===== src/design/rv_cfg.svh =====
`ifndef RV_CFG_SVH
`define RV_CFG_SVH

// Datapath and address width
`define RV_XLEN 32

// Integer register file
`define RV_NUM_REGS 32
`define RV_REG_AW 5

`define RV_RESET_PC 32'h0000_0000
`define RV_INSTR_BYTES 4 // PC step, no compressed instructions

`endif


===== src/design/rv_pkg.sv =====
package rv_pkg;

	// Major opcodes of the supported subset
	typedef enum logic [6:0] {
		OP_LOAD   = 7'b0000011,
		OP_STORE  = 7'b0100011,
		OP_OP     = 7'b0110011,
		OP_OP_IMM = 7'b0010011,
		OP_BRANCH = 7'b1100011,
		OP_JAL    = 7'b1101111
	} opcode_e;

	typedef enum logic [2:0] {
		ALU_ADD = 3'b000,
		ALU_SUB = 3'b001,
		ALU_AND = 3'b010,
		ALU_OR  = 3'b011,
		ALU_SLT = 3'b101 // Signed compare
	} alu_op_e;

	typedef enum logic [1:0] {IMM_I, IMM_S, IMM_B, IMM_J} imm_sel_e;

	typedef enum logic [1:0] {RES_ALU, RES_LOAD, RES_PC4} result_sel_e;

	// Operand source in execute
	typedef enum logic [1:0] {
		FWD_REG = 2'b00,
		FWD_WB  = 2'b01,
		FWD_MEM = 2'b10
	} fwd_sel_e;

	typedef struct packed {
		logic        reg_write;
		logic        mem_write;
		logic        branch;
		logic        jump;
		logic        alu_src; // Immediate as second operand
		result_sel_e result_sel;
		alu_op_e     alu_op;
	} ctrl_t;

endpackage


===== src/design/rv_hazard_if.sv =====
`timescale 1ns/1ps
`include "rv_cfg.svh"

interface rv_hazard_if;
	logic [`RV_REG_AW-1:0] rs1_d, rs2_d;
	logic [`RV_REG_AW-1:0] rs1_e, rs2_e, rd_e;
	logic load_e, redirect_e;
	logic [`RV_REG_AW-1:0] rd_m, rd_w;
	logic reg_write_m, reg_write_w;
	logic stall_f, stall_d, flush_d, flush_e;
	rv_pkg::fwd_sel_e fwd_a, fwd_b;

	modport hazard (
		output stall_f, stall_d, flush_d, flush_e, fwd_a, fwd_b,
		input  rs1_d, rs2_d, rs1_e, rs2_e, rd_e, load_e, redirect_e,
		input  rd_m, reg_write_m, rd_w, reg_write_w
	);
	modport fetch (input stall_f);
	modport decode (output rs1_d, rs2_d, input stall_d, flush_d);
	modport execute (output rs1_e, rs2_e, rd_e, load_e, redirect_e, input flush_e, fwd_a, fwd_b);
	modport mem_wb (output rd_m, reg_write_m, rd_w, reg_write_w);
endinterface


===== src/design/rv_core.sv =====
`timescale 1ns/1ps
`include "rv_cfg.svh"

module rv_core (
	input  logic clk,
	input  logic rst,
	output logic [31:0] imem_addr,
	input  logic [31:0] imem_data,
	output logic [31:0] dmem_addr,
	output logic [31:0] dmem_wdata,
	output logic dmem_we,
	input  logic [31:0] dmem_rdata
);
	rv_pkg::ctrl_t ctrl_d, ctrl_e;
	logic [`RV_XLEN-1:0] pc_d, imm_d, rs1_val_d, rs2_val_d;
	logic [`RV_REG_AW-1:0] rs1_d, rs2_d, rd_d;
	logic [`RV_XLEN-1:0] alu_result_e, store_data_e, pc_plus4_e, target_e;
	logic redirect_e;
	logic [`RV_XLEN-1:0] alu_result_m, result_w;

	rv_hazard_if hz ();

	rv_fetch u_fetch (
		.clk(clk), .rst(rst), .hz(hz),
		.redirect_e(redirect_e), .target_e(target_e),
		.pc_f(imem_addr) // PC drives the instruction port directly
	);

	rv_decode u_decode (
		.clk(clk), .rst(rst), .hz(hz),
		.pc_f(imem_addr), .instr_f(imem_data),
		.pc_d(pc_d), .imm_d(imm_d), .rd_d(rd_d), .ctrl_d(ctrl_d),
		.rs1_d(rs1_d), .rs2_d(rs2_d)
	);

	rv_regfile u_regfile (
		.clk(clk), .rs1(rs1_d), .rs2(rs2_d),
		.rd(hz.rd_w), .write_en(hz.reg_write_w), .write_data(result_w),
		.rs1_val(rs1_val_d), .rs2_val(rs2_val_d)
	);

	rv_execute u_execute (
		.clk(clk), .rst(rst), .hz(hz), .ctrl_d(ctrl_d),
		.pc_d(pc_d), .imm_d(imm_d), .rs1_val_d(rs1_val_d), .rs2_val_d(rs2_val_d),
		.rs1_d(rs1_d), .rs2_d(rs2_d), .rd_d(rd_d),
		.alu_result_m(alu_result_m), .result_w(result_w),
		.ctrl_e(ctrl_e), .alu_result_e(alu_result_e), .store_data_e(store_data_e),
		.pc_plus4_e(pc_plus4_e), .target_e(target_e), .redirect_e(redirect_e)
	);

	rv_mem_wb u_mem_wb (
		.clk(clk), .rst(rst), .hz(hz), .ctrl_e(ctrl_e),
		.alu_result_e(alu_result_e), .store_data_e(store_data_e),
		.pc_plus4_e(pc_plus4_e), .rd_e(hz.rd_e),
		.dmem_addr(dmem_addr), .dmem_wdata(dmem_wdata), .dmem_we(dmem_we),
		.dmem_rdata(dmem_rdata),
		.alu_result_m(alu_result_m), .result_w(result_w)
	);

	rv_hazard u_hazard (.hz(hz));

endmodule


===== src/design/rv_decode.sv =====
`timescale 1ns/1ps
`include "rv_cfg.svh"

module rv_decode (
	input  logic clk,
	input  logic rst,
	rv_hazard_if.decode hz,
	input  logic [`RV_XLEN-1:0] pc_f,
	input  logic [`RV_XLEN-1:0] instr_f,
	output logic [`RV_XLEN-1:0] pc_d,
	output logic [`RV_XLEN-1:0] imm_d,
	output logic [`RV_REG_AW-1:0] rd_d,
	output rv_pkg::ctrl_t ctrl_d,
	output logic [`RV_REG_AW-1:0] rs1_d,
	output logic [`RV_REG_AW-1:0] rs2_d
);
	logic [`RV_XLEN-1:0] instr_q;
	rv_pkg::imm_sel_e imm_sel;

	// Fetch/decode register, all-zero word decodes as a bubble
	always_ff @(posedge clk) begin
		if (rst || hz.flush_d) begin
			instr_q <= '0;
			pc_d <= '0;
		end else if (!hz.stall_d) begin
			instr_q <= instr_f;
			pc_d <= pc_f;
		end
	end

	assign rs1_d = instr_q[19:15];
	assign rs2_d = instr_q[24:20];
	assign rd_d = instr_q[11:7];
	assign hz.rs1_d = rs1_d;
	assign hz.rs2_d = rs2_d;

	// Main and ALU decoders
	always_comb begin
		ctrl_d = '0; // Unknown opcode writes nothing
		imm_sel = rv_pkg::IMM_I;
		case (instr_q[6:0])
			rv_pkg::OP_LOAD: begin
				ctrl_d.reg_write = 1'b1;
				ctrl_d.alu_src = 1'b1;
				ctrl_d.result_sel = rv_pkg::RES_LOAD;
			end
			rv_pkg::OP_STORE: begin
				ctrl_d.mem_write = 1'b1;
				ctrl_d.alu_src = 1'b1;
				imm_sel = rv_pkg::IMM_S;
			end
			rv_pkg::OP_OP: begin
				ctrl_d.reg_write = 1'b1;
				case (instr_q[14:12])
					3'b000: ctrl_d.alu_op = instr_q[30] ? rv_pkg::ALU_SUB : rv_pkg::ALU_ADD;
					3'b010: ctrl_d.alu_op = rv_pkg::ALU_SLT;
					3'b110: ctrl_d.alu_op = rv_pkg::ALU_OR;
					3'b111: ctrl_d.alu_op = rv_pkg::ALU_AND;
					default: ctrl_d.alu_op = rv_pkg::ALU_ADD;
				endcase
			end
			rv_pkg::OP_OP_IMM: begin // addi only
				ctrl_d.reg_write = 1'b1;
				ctrl_d.alu_src = 1'b1;
			end
			rv_pkg::OP_BRANCH: begin
				ctrl_d.branch = 1'b1;
				ctrl_d.alu_op = rv_pkg::ALU_SUB;
				imm_sel = rv_pkg::IMM_B;
			end
			rv_pkg::OP_JAL: begin
				ctrl_d.reg_write = 1'b1;
				ctrl_d.jump = 1'b1;
				ctrl_d.result_sel = rv_pkg::RES_PC4; // Link value
				imm_sel = rv_pkg::IMM_J;
			end
			default: ;
		endcase
	end

	// Sign-extended immediates
	always_comb begin
		case (imm_sel)
			rv_pkg::IMM_S: imm_d = {{(`RV_XLEN-12){instr_q[31]}}, instr_q[31:25], instr_q[11:7]};
			rv_pkg::IMM_B: imm_d = {{(`RV_XLEN-12){instr_q[31]}}, instr_q[7], instr_q[30:25],
				instr_q[11:8], 1'b0};
			rv_pkg::IMM_J: imm_d = {{(`RV_XLEN-20){instr_q[31]}}, instr_q[19:12], instr_q[20],
				instr_q[30:21], 1'b0};
			default: imm_d = {{(`RV_XLEN-12){instr_q[31]}}, instr_q[31:20]};
		endcase
	end

endmodule


===== src/design/rv_execute.sv =====
`timescale 1ns/1ps
`include "rv_cfg.svh"

module rv_execute (
	input  logic clk,
	input  logic rst,
	rv_hazard_if.execute hz,
	input  rv_pkg::ctrl_t ctrl_d,
	input  logic [`RV_XLEN-1:0] pc_d,
	input  logic [`RV_XLEN-1:0] imm_d,
	input  logic [`RV_XLEN-1:0] rs1_val_d,
	input  logic [`RV_XLEN-1:0] rs2_val_d,
	input  logic [`RV_REG_AW-1:0] rs1_d,
	input  logic [`RV_REG_AW-1:0] rs2_d,
	input  logic [`RV_REG_AW-1:0] rd_d,
	input  logic [`RV_XLEN-1:0] alu_result_m,
	input  logic [`RV_XLEN-1:0] result_w,
	output rv_pkg::ctrl_t ctrl_e,
	output logic [`RV_XLEN-1:0] alu_result_e,
	output logic [`RV_XLEN-1:0] store_data_e,
	output logic [`RV_XLEN-1:0] pc_plus4_e,
	output logic [`RV_XLEN-1:0] target_e,
	output logic redirect_e
);
	logic [`RV_XLEN-1:0] pc_q, imm_q, rs1_val_q, rs2_val_q;
	logic [`RV_REG_AW-1:0] rs1_q, rs2_q, rd_q;
	logic [`RV_XLEN-1:0] src_a, src_b;

	// Decode/execute register, a flush leaves a bubble
	always_ff @(posedge clk) begin
		if (rst || hz.flush_e)
			ctrl_e <= '0;
		else
			ctrl_e <= ctrl_d;
	end

	always_ff @(posedge clk) begin
		pc_q <= pc_d;
		imm_q <= imm_d;
		rs1_val_q <= rs1_val_d;
		rs2_val_q <= rs2_val_d;
		rs1_q <= rs1_d;
		rs2_q <= rs2_d;
		rd_q <= rd_d;
	end

	assign hz.rs1_e = rs1_q;
	assign hz.rs2_e = rs2_q;
	assign hz.rd_e = rd_q;
	assign hz.load_e = (ctrl_e.result_sel == rv_pkg::RES_LOAD);
	assign hz.redirect_e = redirect_e;

	// Operand forwarding
	always_comb begin
		case (hz.fwd_a)
			rv_pkg::FWD_MEM: src_a = alu_result_m;
			rv_pkg::FWD_WB:  src_a = result_w;
			default:         src_a = rs1_val_q;
		endcase
		case (hz.fwd_b)
			rv_pkg::FWD_MEM: store_data_e = alu_result_m;
			rv_pkg::FWD_WB:  store_data_e = result_w;
			default:         store_data_e = rs2_val_q;
		endcase
	end

	assign src_b = ctrl_e.alu_src ? imm_q : store_data_e;

	always_comb begin
		case (ctrl_e.alu_op)
			rv_pkg::ALU_SUB: alu_result_e = src_a - src_b;
			rv_pkg::ALU_AND: alu_result_e = src_a & src_b;
			rv_pkg::ALU_OR:  alu_result_e = src_a | src_b;
			rv_pkg::ALU_SLT: alu_result_e = {{(`RV_XLEN-1){1'b0}}, $signed(src_a) < $signed(src_b)};
			default:         alu_result_e = src_a + src_b;
		endcase
	end

	assign target_e = pc_q + imm_q; // Shared by beq and jal
	assign pc_plus4_e = pc_q + `RV_INSTR_BYTES;
	assign redirect_e = ctrl_e.jump || (ctrl_e.branch && (src_a == store_data_e));

endmodule


===== src/design/rv_fetch.sv =====
`timescale 1ns/1ps
`include "rv_cfg.svh"

module rv_fetch (
	input  logic clk,
	input  logic rst,
	rv_hazard_if.fetch hz,
	input  logic redirect_e,
	input  logic [`RV_XLEN-1:0] target_e,
	output logic [`RV_XLEN-1:0] pc_f
);
	logic [`RV_XLEN-1:0] pc_next;

	// Taken branch or jump overrides sequential fetch
	always_comb begin
		if (redirect_e)
			pc_next = target_e;
		else
			pc_next = pc_f + `RV_INSTR_BYTES;
	end

	always_ff @(posedge clk) begin
		if (rst)
			pc_f <= `RV_RESET_PC;
		else if (!hz.stall_f) // Hold during load-use bubble
			pc_f <= pc_next;
	end

endmodule


===== src/design/rv_hazard.sv =====
`timescale 1ns/1ps
`include "rv_cfg.svh"

module rv_hazard (
	rv_hazard_if.hazard hz
);
	logic load_use;

	// Newest producer wins, x0 is never forwarded
	always_comb begin
		if (hz.reg_write_m && hz.rd_m != '0 && hz.rd_m == hz.rs1_e)
			hz.fwd_a = rv_pkg::FWD_MEM;
		else if (hz.reg_write_w && hz.rd_w != '0 && hz.rd_w == hz.rs1_e)
			hz.fwd_a = rv_pkg::FWD_WB;
		else
			hz.fwd_a = rv_pkg::FWD_REG;

		if (hz.reg_write_m && hz.rd_m != '0 && hz.rd_m == hz.rs2_e)
			hz.fwd_b = rv_pkg::FWD_MEM;
		else if (hz.reg_write_w && hz.rd_w != '0 && hz.rd_w == hz.rs2_e)
			hz.fwd_b = rv_pkg::FWD_WB;
		else
			hz.fwd_b = rv_pkg::FWD_REG;
	end

	// Load data not ready until writeback, so hold one cycle
	assign load_use = hz.load_e && (hz.rd_e != '0) &&
		((hz.rd_e == hz.rs1_d) || (hz.rd_e == hz.rs2_d));

	assign hz.stall_f = load_use;
	assign hz.stall_d = load_use;
	assign hz.flush_d = hz.redirect_e; // Drop wrong-path fetch
	assign hz.flush_e = load_use || hz.redirect_e;

endmodule


===== src/design/rv_mem_wb.sv =====
`timescale 1ns/1ps
`include "rv_cfg.svh"

module rv_mem_wb (
	input  logic clk,
	input  logic rst,
	rv_hazard_if.mem_wb hz,
	input  rv_pkg::ctrl_t ctrl_e,
	input  logic [`RV_XLEN-1:0] alu_result_e,
	input  logic [`RV_XLEN-1:0] store_data_e,
	input  logic [`RV_XLEN-1:0] pc_plus4_e,
	input  logic [`RV_REG_AW-1:0] rd_e,
	output logic [`RV_XLEN-1:0] dmem_addr,
	output logic [`RV_XLEN-1:0] dmem_wdata,
	output logic dmem_we,
	input  logic [`RV_XLEN-1:0] dmem_rdata,
	output logic [`RV_XLEN-1:0] alu_result_m,
	output logic [`RV_XLEN-1:0] result_w
);
	logic reg_write_m, mem_write_m, reg_write_w;
	rv_pkg::result_sel_e result_sel_m, result_sel_w;
	logic [`RV_REG_AW-1:0] rd_m, rd_w;
	logic [`RV_XLEN-1:0] store_data_m, pc_plus4_m;
	logic [`RV_XLEN-1:0] alu_result_w, load_data_w, pc_plus4_w;

	always_ff @(posedge clk) begin
		if (rst) begin
			reg_write_m <= 1'b0;
			mem_write_m <= 1'b0;
			result_sel_m <= rv_pkg::RES_ALU;
			reg_write_w <= 1'b0;
			result_sel_w <= rv_pkg::RES_ALU;
		end else begin
			reg_write_m <= ctrl_e.reg_write;
			mem_write_m <= ctrl_e.mem_write;
			result_sel_m <= ctrl_e.result_sel;
			reg_write_w <= reg_write_m;
			result_sel_w <= result_sel_m;
		end
	end

	always_ff @(posedge clk) begin
		rd_m <= rd_e;
		alu_result_m <= alu_result_e;
		store_data_m <= store_data_e;
		pc_plus4_m <= pc_plus4_e;
		rd_w <= rd_m;
		alu_result_w <= alu_result_m;
		load_data_w <= dmem_rdata; // Memory answers in the same cycle
		pc_plus4_w <= pc_plus4_m;
	end

	assign dmem_addr = alu_result_m;
	assign dmem_wdata = store_data_m;
	assign dmem_we = mem_write_m;

	assign hz.rd_m = rd_m;
	assign hz.reg_write_m = reg_write_m;
	assign hz.rd_w = rd_w;
	assign hz.reg_write_w = reg_write_w;

	always_comb begin
		case (result_sel_w)
			rv_pkg::RES_LOAD: result_w = load_data_w;
			rv_pkg::RES_PC4:  result_w = pc_plus4_w;
			default:          result_w = alu_result_w;
		endcase
	end

endmodule


===== src/design/rv_regfile.sv =====
`timescale 1ns/1ps
`include "rv_cfg.svh"

module rv_regfile (
	input  logic clk,
	input  logic [`RV_REG_AW-1:0] rs1,
	input  logic [`RV_REG_AW-1:0] rs2,
	input  logic [`RV_REG_AW-1:0] rd,
	input  logic write_en,
	input  logic [`RV_XLEN-1:0] write_data,
	output logic [`RV_XLEN-1:0] rs1_val,
	output logic [`RV_XLEN-1:0] rs2_val
);
	logic [`RV_XLEN-1:0] regs [`RV_NUM_REGS];
	logic wr_live; // Write this cycle to a real register

	assign wr_live = write_en && (rd != '0);

	always_ff @(posedge clk) begin
		if (wr_live)
			regs[rd] <= write_data;
	end

	// Writeback in the same cycle is visible to decode
	assign rs1_val = (rs1 == '0) ? '0 : (wr_live && rd == rs1) ? write_data : regs[rs1];
	assign rs2_val = (rs2 == '0) ? '0 : (wr_live && rd == rs2) ? write_data : regs[rs2];

endmodule


===== config.mk =====
export PLATFORM = sky130hd
export DESIGN_NAME = rv_core
export DESIGN_NICKNAME = d
export VERILOG_FILES = /design/src/design/rv_pkg.sv /design/src/design/rv_hazard_if.sv /design/src/design/rv_core.sv /design/src/design/rv_decode.sv /design/src/design/rv_execute.sv /design/src/design/rv_fetch.sv /design/src/design/rv_hazard.sv /design/src/design/rv_mem_wb.sv /design/src/design/rv_regfile.sv
export VERILOG_INCLUDE_DIRS = /design/src /design/src/design
export SDC_FILE = /design/constraint.sdc
export NUM_CORES = 2
export LEC_CHECK = 0
export ABC_AREA = 1
export BUFFER_PORTS_ARGS = -buffer_cell sky130_fd_sc_hd__buf_2
export CELL_PAD_IN_SITES_DETAIL_PLACEMENT = 0
export CELL_PAD_IN_SITES_GLOBAL_PLACEMENT = 2
export CORE_UTILIZATION = 35
export CTS_BUF_LIST = sky130_fd_sc_hd__clkbuf_4 sky130_fd_sc_hd__clkbuf_8 sky130_fd_sc_hd__clkbuf_16
export CTS_CLUSTER_DIAMETER = 40
export DETAILED_ROUTE_END_ITERATION = 12
export HOLD_SLACK_MARGIN = 0.15
export PLACE_DENSITY_LB_ADDON = 0.2
export SYNTH_ARGS = -nofsm -noshare
export SYNTH_HDL_FRONTEND = slang
export SYNTH_SLANG_ARGS = --single-unit

===== constraint.sdc =====
create_clock -name clk -period 4.95 [get_ports clk]
set_input_delay 0.2475 -clock clk [delete_from_list [all_inputs] [get_ports clk]]
set_output_delay 0.2475 -clock clk [all_outputs]
set_load 0.02 [all_outputs]

# --- Word level (Yosys, flattened, before mapping) ---
# Memory sizes are Yosys's and may differ from the RTL's. A register that Yosys moved wholly into a read port is not among the register bits.
# Index checks and enable logic that the tools add are counted.
word_totals:
  ramBits: 1024
  inputBits: 66
  reg_bits: 383
  out_inout_bits: 97
  n_memories: 1
mem_list:
  columns: ["memory", "depth", "width", "rd", "rd_clocked_by_memory_dff", "wr", "line", "text"]
  rows:
  - ["u_regfile.regs", 32, 32, 2, 2, 1, "rv_regfile.sv:14", "logic [`RV_XLEN-1:0] regs [`RV_NUM_REGS];"]
op_classes:
  magnitude_cmp: 1
  eq_ne: 30
  mux: 23
  add_sub_neg: 5
  bitwise_logic: 2
  n_reduce_logical: 22
ops:
  columns: ["operator", "n"]
  rows:
  - ["$pmux W32 S2", 3]
  - ["$pmux W32 S4", 1]
  - ["$add A32 B3 Y32 const B", 2]
  - ["$add A32 B32 Y32", 2]
  - ["$mux W32", 2]
  - ["$pmux W20 S3", 1]
  - ["$and A32 B32 Y32", 1]
  - ["$eq A32 B32 Y1", 1]
  - ["$lt A32 B32 Y1", 1]
  - ["$or A32 B32 Y32", 1]
  - ["$sub A32 B32 Y32", 1]
  - ["$eq A5 B5 Y1", 6]
  - ["$reduce_bool A5 Y1", 3]
  - ["$eq A7 B6 Y1 const B", 2]
  - ["$eq A7 B7 Y1 const B", 2]
  - ["$pmux W3 S4", 1]
  - ["$eq A2 B1 Y1 const B", 5]
  - ["$eq A2 B2 Y1 const B", 5]
  - ["$logic_not A5 Y1", 2]
  - ["$mux W1", 10]
  - ["$eq A3 B2 Y1 const B", 3]
  - ["$eq A3 B3 Y1 const B", 3]
  - ["$logic_and A1 B1 Y1", 9]
  - ["$eq A7 B2 Y1 const B", 1]
  - ["other kinds (10)", 15]

# --- Depth between registers and ports, before layout ---
logic_depth:
  ltp_word: 12
  depth_mapped: 33
  mapped_depth_nobuf: 31

# --- Cells and area by module ---
# A second synthesis with hierarchy kept.
hier_totals:
  hier_cells: 9708
  area_unflattened_um2: 78348.9
modules_own_cells:
  columns: ["module", "area_per_inst_um2", "seq_area_each_um2", "instances", "cells_per_inst"]
  rows:
  - ["rv_regfile", 53745.3, 30749.5, 1, 6186]
  - ["rv_execute", 13548.0, 3062.9, 1, 2223]
  - ["rv_mem_wb", 5355.1, 4184.0, 1, 465]
  - ["rv_decode", 2995.4, 1281.2, 1, 393]
  - ["rv_fetch", 2182.1, 640.6, 1, 341]
  - ["rv_hazard", 523.0, 0.0, 1, 100]

# --- Worst setup path before layout ---
# No wires, ideal clock.
synth_timing:
  kind: "flip-flop to flip-flop"
  from: "register u_mem_wb.result_sel_w[0]"
  to: "register u_mem_wb.alu_result_m[22]"
  setup_ns: 0.123
  n_path_buf: 2
  path_stages_with_launch: 25
  setup_slack_ns: 0.250
  arrival_ns: 4.577
  period_less_slack_ns: 4.700
  path_cell_list: "dfxtp_1 -> inv_1 -> ha_1 -> inv_2 -> buf_2 -> buf_4 -> a31oi_2 -> nor2_1 -> nor2_1 -> o21ai_0 -> inv_1 -> ha_1 -> inv_1 -> fa_1 -> o21ai_0 -> a21oi_1 -> nor2_1 -> o22ai_1 -> o21ai_0 -> a21oi_1 -> o21ai_0 -> a21oi_1 -> nand2b_1 -> nand3_1 -> nand3_1"
synth_via:
  elab_chain_len: 6
synth_lines:
  columns: ["element", "line", "text"]
  rows:
  - ["start: declaration", "rv_mem_wb.sv:21", "rv_pkg::result_sel_e result_sel_m, result_sel_w;"]
  - ["start signal: assignment", "rv_mem_wb.sv:32", "result_sel_w <= rv_pkg::RES_ALU;"]
  - ["start signal: assignment", "rv_mem_wb.sv:38", "result_sel_w <= result_sel_m;"]
  - ["$eq A2 B2 Y1 or $eq A2 B1 Y1 (tied branches)", "rv_mem_wb.sv:63", "case (result_sel_w)"]
  - ["$pmux W32 S2 (*)", "rv_mem_wb.sv:63", null]
  - ["named net result_w[0]", "rv_core.sv:19", "logic [`RV_XLEN-1:0] alu_result_m, result_w;"]
  - ["$pmux W32 S2 (*)", "rv_execute.sv:60", "case (hz.fwd_b)"]
  - ["named net store_data_e[0]", "rv_core.sv:17", "logic [`RV_XLEN-1:0] alu_result_e, store_data_e, pc_plus4_e, target_e;"]
  - ["$mux W32 (*)", "rv_execute.sv:67", "assign src_b = ctrl_e.alu_src ? imm_q : store_data_e;"]
  - ["$add A32 B32 Y32 or $sub A32 B32 Y32 (tied branches)", "rv_execute.sv:75, rv_execute.sv:71", null]
  - ["$pmux W32 S4 (*)", "rv_execute.sv:70", "case (ctrl_e.alu_op)"]
  - ["named net alu_result_e[22]", "rv_core.sv:17", null]
  - ["end signal: assignment", "rv_mem_wb.sv:44", "alu_result_m <= alu_result_e;"]
  - ["end: declaration", "rv_mem_wb.sv:17", "output logic [`RV_XLEN-1:0] alu_result_m,"]
# Mark *: on every way through the listed nets, which the timed path passes. The rest lies on a longest branch.
# A chain may end at the register's enable or synchronous reset.

# --- Worst setup path in the final report ---
layout_timing:
  from: "register u_mem_wb.rd_m[0], in the netlist u_mem_wb.hz.rd_m[0]"
  to: "register u_mem_wb.alu_result_m[23]"
layout_via:
  elab_chain_len: 9
layout_lines:
  columns: ["element", "line", "text"]
  rows:
  - ["start: declaration", "rv_mem_wb.sv:22", "logic [`RV_REG_AW-1:0] rd_m, rd_w;"]
  - ["start signal: assignment", "rv_mem_wb.sv:43", "rd_m <= rd_e;"]
  - ["$reduce_bool A5 Y1", "rv_hazard.sv:11, rv_hazard.sv:18", null]
  - ["$logic_and A1 B1 Y1", "rv_hazard.sv:11, rv_hazard.sv:18", null]
  - ["$logic_and A1 B1 Y1", "rv_hazard.sv:18", "if (hz.reg_write_m && hz.rd_m != '0 && hz.rd_m == hz.rs2_e)"]
  - ["$mux W2", "rv_hazard.sv:18", null]
  - ["$eq A2 B1 Y1 or $eq A2 B2 Y1 (tied branches)", "rv_execute.sv:60", null]
  - ["$pmux W32 S2", "rv_execute.sv:60", null]
  - ["$mux W32", "rv_execute.sv:67", null]
  - ["$add A32 B32 Y32 (tied with other cells)", "rv_execute.sv:75", "default: alu_result_e = src_a + src_b;"]
  - ["$pmux W32 S4 (*)", "rv_execute.sv:70", null]
  - ["named net alu_result_e[23]", "rv_core.sv:17", null]
# Marks and branches as above.

==> metrics.yaml <==
final_layout:
  final_nets: 8755
  drive_gt1_frac: 0.130
  area_growth_pct: 23.0
  layout.cells.non_filler: 11600
min_path:
  min_from: "rst"
  hold_class: "in2reg"
  hold_depth: 3
  min_to: "u_mem_wb.dmem_we$_SDFF_PP0_"
critical_path:
  worstPathArrival_ns: 5.45
  r2r_end: "u_mem_wb.alu_result_m[23]$_DFF_P_"
  max_stage_delay_ns: 0.40
  crit_slowest_cell: "dfxtp_1"
  worstPathMaxFanout: 10
  worst_setup_path_end_kind: "flop"
  required_ns: 5.77
  worstSetupPathType: "reg2reg"
  cpMostUsedCell: "nand2_1"
  r2r_cells: 26
  rrSetupSlack_ns: 0.32
  r2r-start: "u_mem_wb.hz.rd_m[0]$_DFF_P_"
  critPathLaunchType: "flop"
sta:
  maxSlewViolCount: 0
  rsz0062_at_grt: "true"
  finalSetupViolations: 0
  post-route-period-util: 0.935
  finalClockSkew_ns: 0.0767
  slew_headroom: 0.186
  period_needed_ns: 4.63
  final_hold_viol_count: 0
  tightestPinTransition_ns: 1.22
  max_freq_ghz: 0.216
  setup_tns_ns: 0
grt:
  grt_pass1_wl_um: 440000
  grt_usage: 0.288
  overflow: 0
  grt_max_degree: 178
  grt_antenna_before_repair: 24
  first_global_vias: 60900
power_and_ir_drop:
  share_comb_of_total_power: 0.167
  internal-power_uw: 31100
  peakVddDrop_v: 0.000407
  power_density_nw_per_um2: 489
  p_switching_uw: 13000
  seqPwrFrac: 0.355
  clkPwrFrac: 0.478
  sw_frac_of_total: 0.294
  p_leak_uw: 0.0352
drt:
  drc: 0
  drtPass1Iterations: 8
  drtAntennaViolNets: 0
  num_vias: 64400
  vias_per_cell: 5.57
  drt_iter0_drc: 7126
  drt-wirelength-per-cell_um: 27.0
  wirelength_um: 312000
cts:
  numCtsBuffers: 300
  clkTransAtPathRegs_ns: 0.05
  cts_root_buf: "clkbuf_16"
  cts_tree: "done"
  clk_path_buf_depth: 4
  postCtsSetupRepairBufs: 0
  htreeDepth: 5
  cts.sinks: 1470
  clk_latency_ns: 0.94
run_status:
  run_status: "finished clean"
floorplan:
  die_x_um: 460
  die_y_um: 460
  core_um2: 208000
  ioPinCount: 163
  dieArea_um2: 211000
  rows: 167
  start_util: 0.353
logic_synthesis:
  synth_async_sr_flop_share: 0
  yosysMostFrequentCell: "o21ai_0"
  ys_types: 71
  synth_seq_cells: 1470
  netlist_area_um2: 73300
  netlist_instances: 8216
  ys_top_cells_by_count: "o21ai_0, edfxtp_1, nand2_1"
  yosys-top-cells-area: "edfxtp_1, dfxtp_1, o21ai_0, a21oi_1, nand2_1"
  syn_area_per_cell_um2: 8.92
  ys_seq_area_frac: 0.541
  synth.largest_area_cell: "edfxtp_1"
  synthFlopType: "edfxtp_1"
  yosys_warnings: 0
  yosysTopAreaCellShare: 0.419
  synth-edff-count: 1024
placement:
  io_buffers: 162
  place_congestion: 0.929
  hpwlAfterDp_um: 192000
  place_inst: 10900
run:
  cap_viol_max_count: 0
==> worst max-delay path, delay by kind of cell, from the launching register on <==
family	cells	cell delay, ns
AO/OA/AOI/OAI	6	1.19
XOR/XNOR	2	0.31
adder cells (fa/ha/maj)	1	0.32
buffers and inverters	7	1.09
flip-flops	1	0.40
AND/OR/NAND/NOR	10	1.21
==> power groups by stage <==
stage | combinational, uW | sequential (uW) | clock (uW)
global route | 7910 | 15700 | 21900
floorplan | 3740 | 15700 | 0
detailed placement | 7180 | 15900 | 0
global placement | 7190 | 15900 | 0
finish | 7350 | 15700 | 21100
CTS | 7290 | 15600 | 21400
==> how the worst max path moves through the flow <==
stage	slack (ns)	start	endpoint	cells past startpoint
after floorplan	0.25	u_mem_wb.result_sel_w[0]$_SDFF_PP0_	u_mem_wb.alu_result_m[22]$_DFF_P_	24
after global placement	0.22	u_mem_wb.result_sel_w[0]$_SDFF_PP0_	u_mem_wb.alu_result_m[26]$_DFF_P_	28
after detailed placement	0.24	u_mem_wb.result_sel_w[0]$_SDFF_PP0_	u_mem_wb.alu_result_m[24]$_DFF_P_	27
after CTS	0.19	u_mem_wb.result_sel_w[0]$_SDFF_PP0_	u_mem_wb.alu_result_m[24]$_DFF_P_	27
after global routing	-0.05	u_mem_wb.result_sel_w[0]$_SDFF_PP0_	u_mem_wb.alu_result_m[26]$_DFF_P_	28
final	0.32	u_mem_wb.hz.rd_m[0]$_DFF_P_	u_mem_wb.alu_result_m[23]$_DFF_P_	26
==> registers in the layout (all words and copies together) (netlist names), 2 cells and up <==
name,count
u_execute.ctrl_e,9
u_execute.imm_q,21
u_mem_wb.hz.rd_m,5
u_decode.pc_d,32
u_decode.instr_q,32
u_mem_wb.pc_plus4_m,32
u_mem_wb.result_sel_m,2
u_mem_wb.pc_plus4_w,32
u_regfile.regs,1024
u_mem_wb.hz.rd_w,5
u_execute.hz.rs1_e,5
u_execute.pc_q,32
u_mem_wb.alu_result_m,32
u_mem_wb.dmem_wdata,32
u_execute.hz.rs2_e,5
u_mem_wb.load_data_w,32
u_fetch.pc_f,32
u_execute.rs1_val_q,32
u_execute.rs2_val_q,32
u_mem_wb.alu_result_w,32
u_execute.hz.rd_e,5
u_mem_wb.result_sel_w,2
==> cell type report <==
| class | instances | area [um2] |
|---|---|---|
| inverter | 848 | 3210 |
| clock buffer | 343 | 8030 |
| antenna | 4 | 10.0 |
| fill | 20300 | 118000 |
| multi-input combinational | 5365 | 28600 |
| timing repair buffer | 570 | 4700 |
| sequential | 1470 | 39700 |
| clock inverter | 182 | 2400 |
| tap | 2788 | 3490 |
==> kinds of logic (layout without fill, tap and decap cells) <==
family                   Yosys count  in the layout  synth area share
AND/OR/NAND/NOR                 2432           2432             0.143
XOR/XNOR                         124            124            0.0148
AO/OA/AOI/OAI                   2643           2643             0.203
buffers and inverters           1412           1943            0.0746
adder cells (fa/ha/maj)          134            134            0.0232
flip-flops                      1470           1470             0.541
other                              1             36         0.0000511
==> cell usage in the layout (no fill, tap or decap), types with 23 or more instances in the layout <==
master,synthesis,final
conb_1,1,32
inv_1,823,816
buf_2,20,162
dfxtp_1,446,436
o221ai_1,81,81
xnor2_1,26,26
nand3b_1,44,44
nand4_1,47,47
nor2_4,4,39
nand2_1,1015,1013
edfxtp_1,1024,1024
a21oi_1,837,833
buf_4,5,244
ha_1,131,131
a211oi_1,68,68
bufinv_16,0,47
o21ai_0,1227,1219
o211ai_1,263,263
nand3_1,539,538
inv_6,0,32
inv_2,20,23
or2_2,54,54
clkbuf_4,0,24
clkinv_2,0,31
clkbuf_16,0,307
nor2_1,646,611
xor2_1,98,98
dlygate4sd3_1,0,122
a22o_1,25,25
buf_12,0,42
nor3_1,34,34
==> per-stage QoR <==
stage                     total power, uW  hold WS, ns  utilization  setup slack, ns  instance area [um2]
after global routing                45500        0.217        0.434          -0.0486                90200
after floorplan                     19400        0.275            -            0.250                73400
after global placement              23100        0.312        0.378            0.217                78500
after detailed placement            23000        0.312        0.378            0.237                78500
final                               44100        0.210        0.434            0.319                90200
after CTS                           44300        0.157        0.434            0.192                90200
==> per-layer routing <==
layer  global-route usage  up-vias  part of all wire
met5                    0        -           0.00015
met4                0.122        6             0.042
met3               0.0448      649             0.074
met2                0.444     2760              0.44
met1                0.399    31500              0.44
li1                     -    29500                 -
==> repair_timing <==
action / in CTS / in global routing
setup endpoints to repair: 0 / 11
hold endpoints to repair: 84 / 0
gates resized for setup: 0 / 13
hold buffers: 122 / 0
Note: power is estimated with default switching activity, not from simulation.
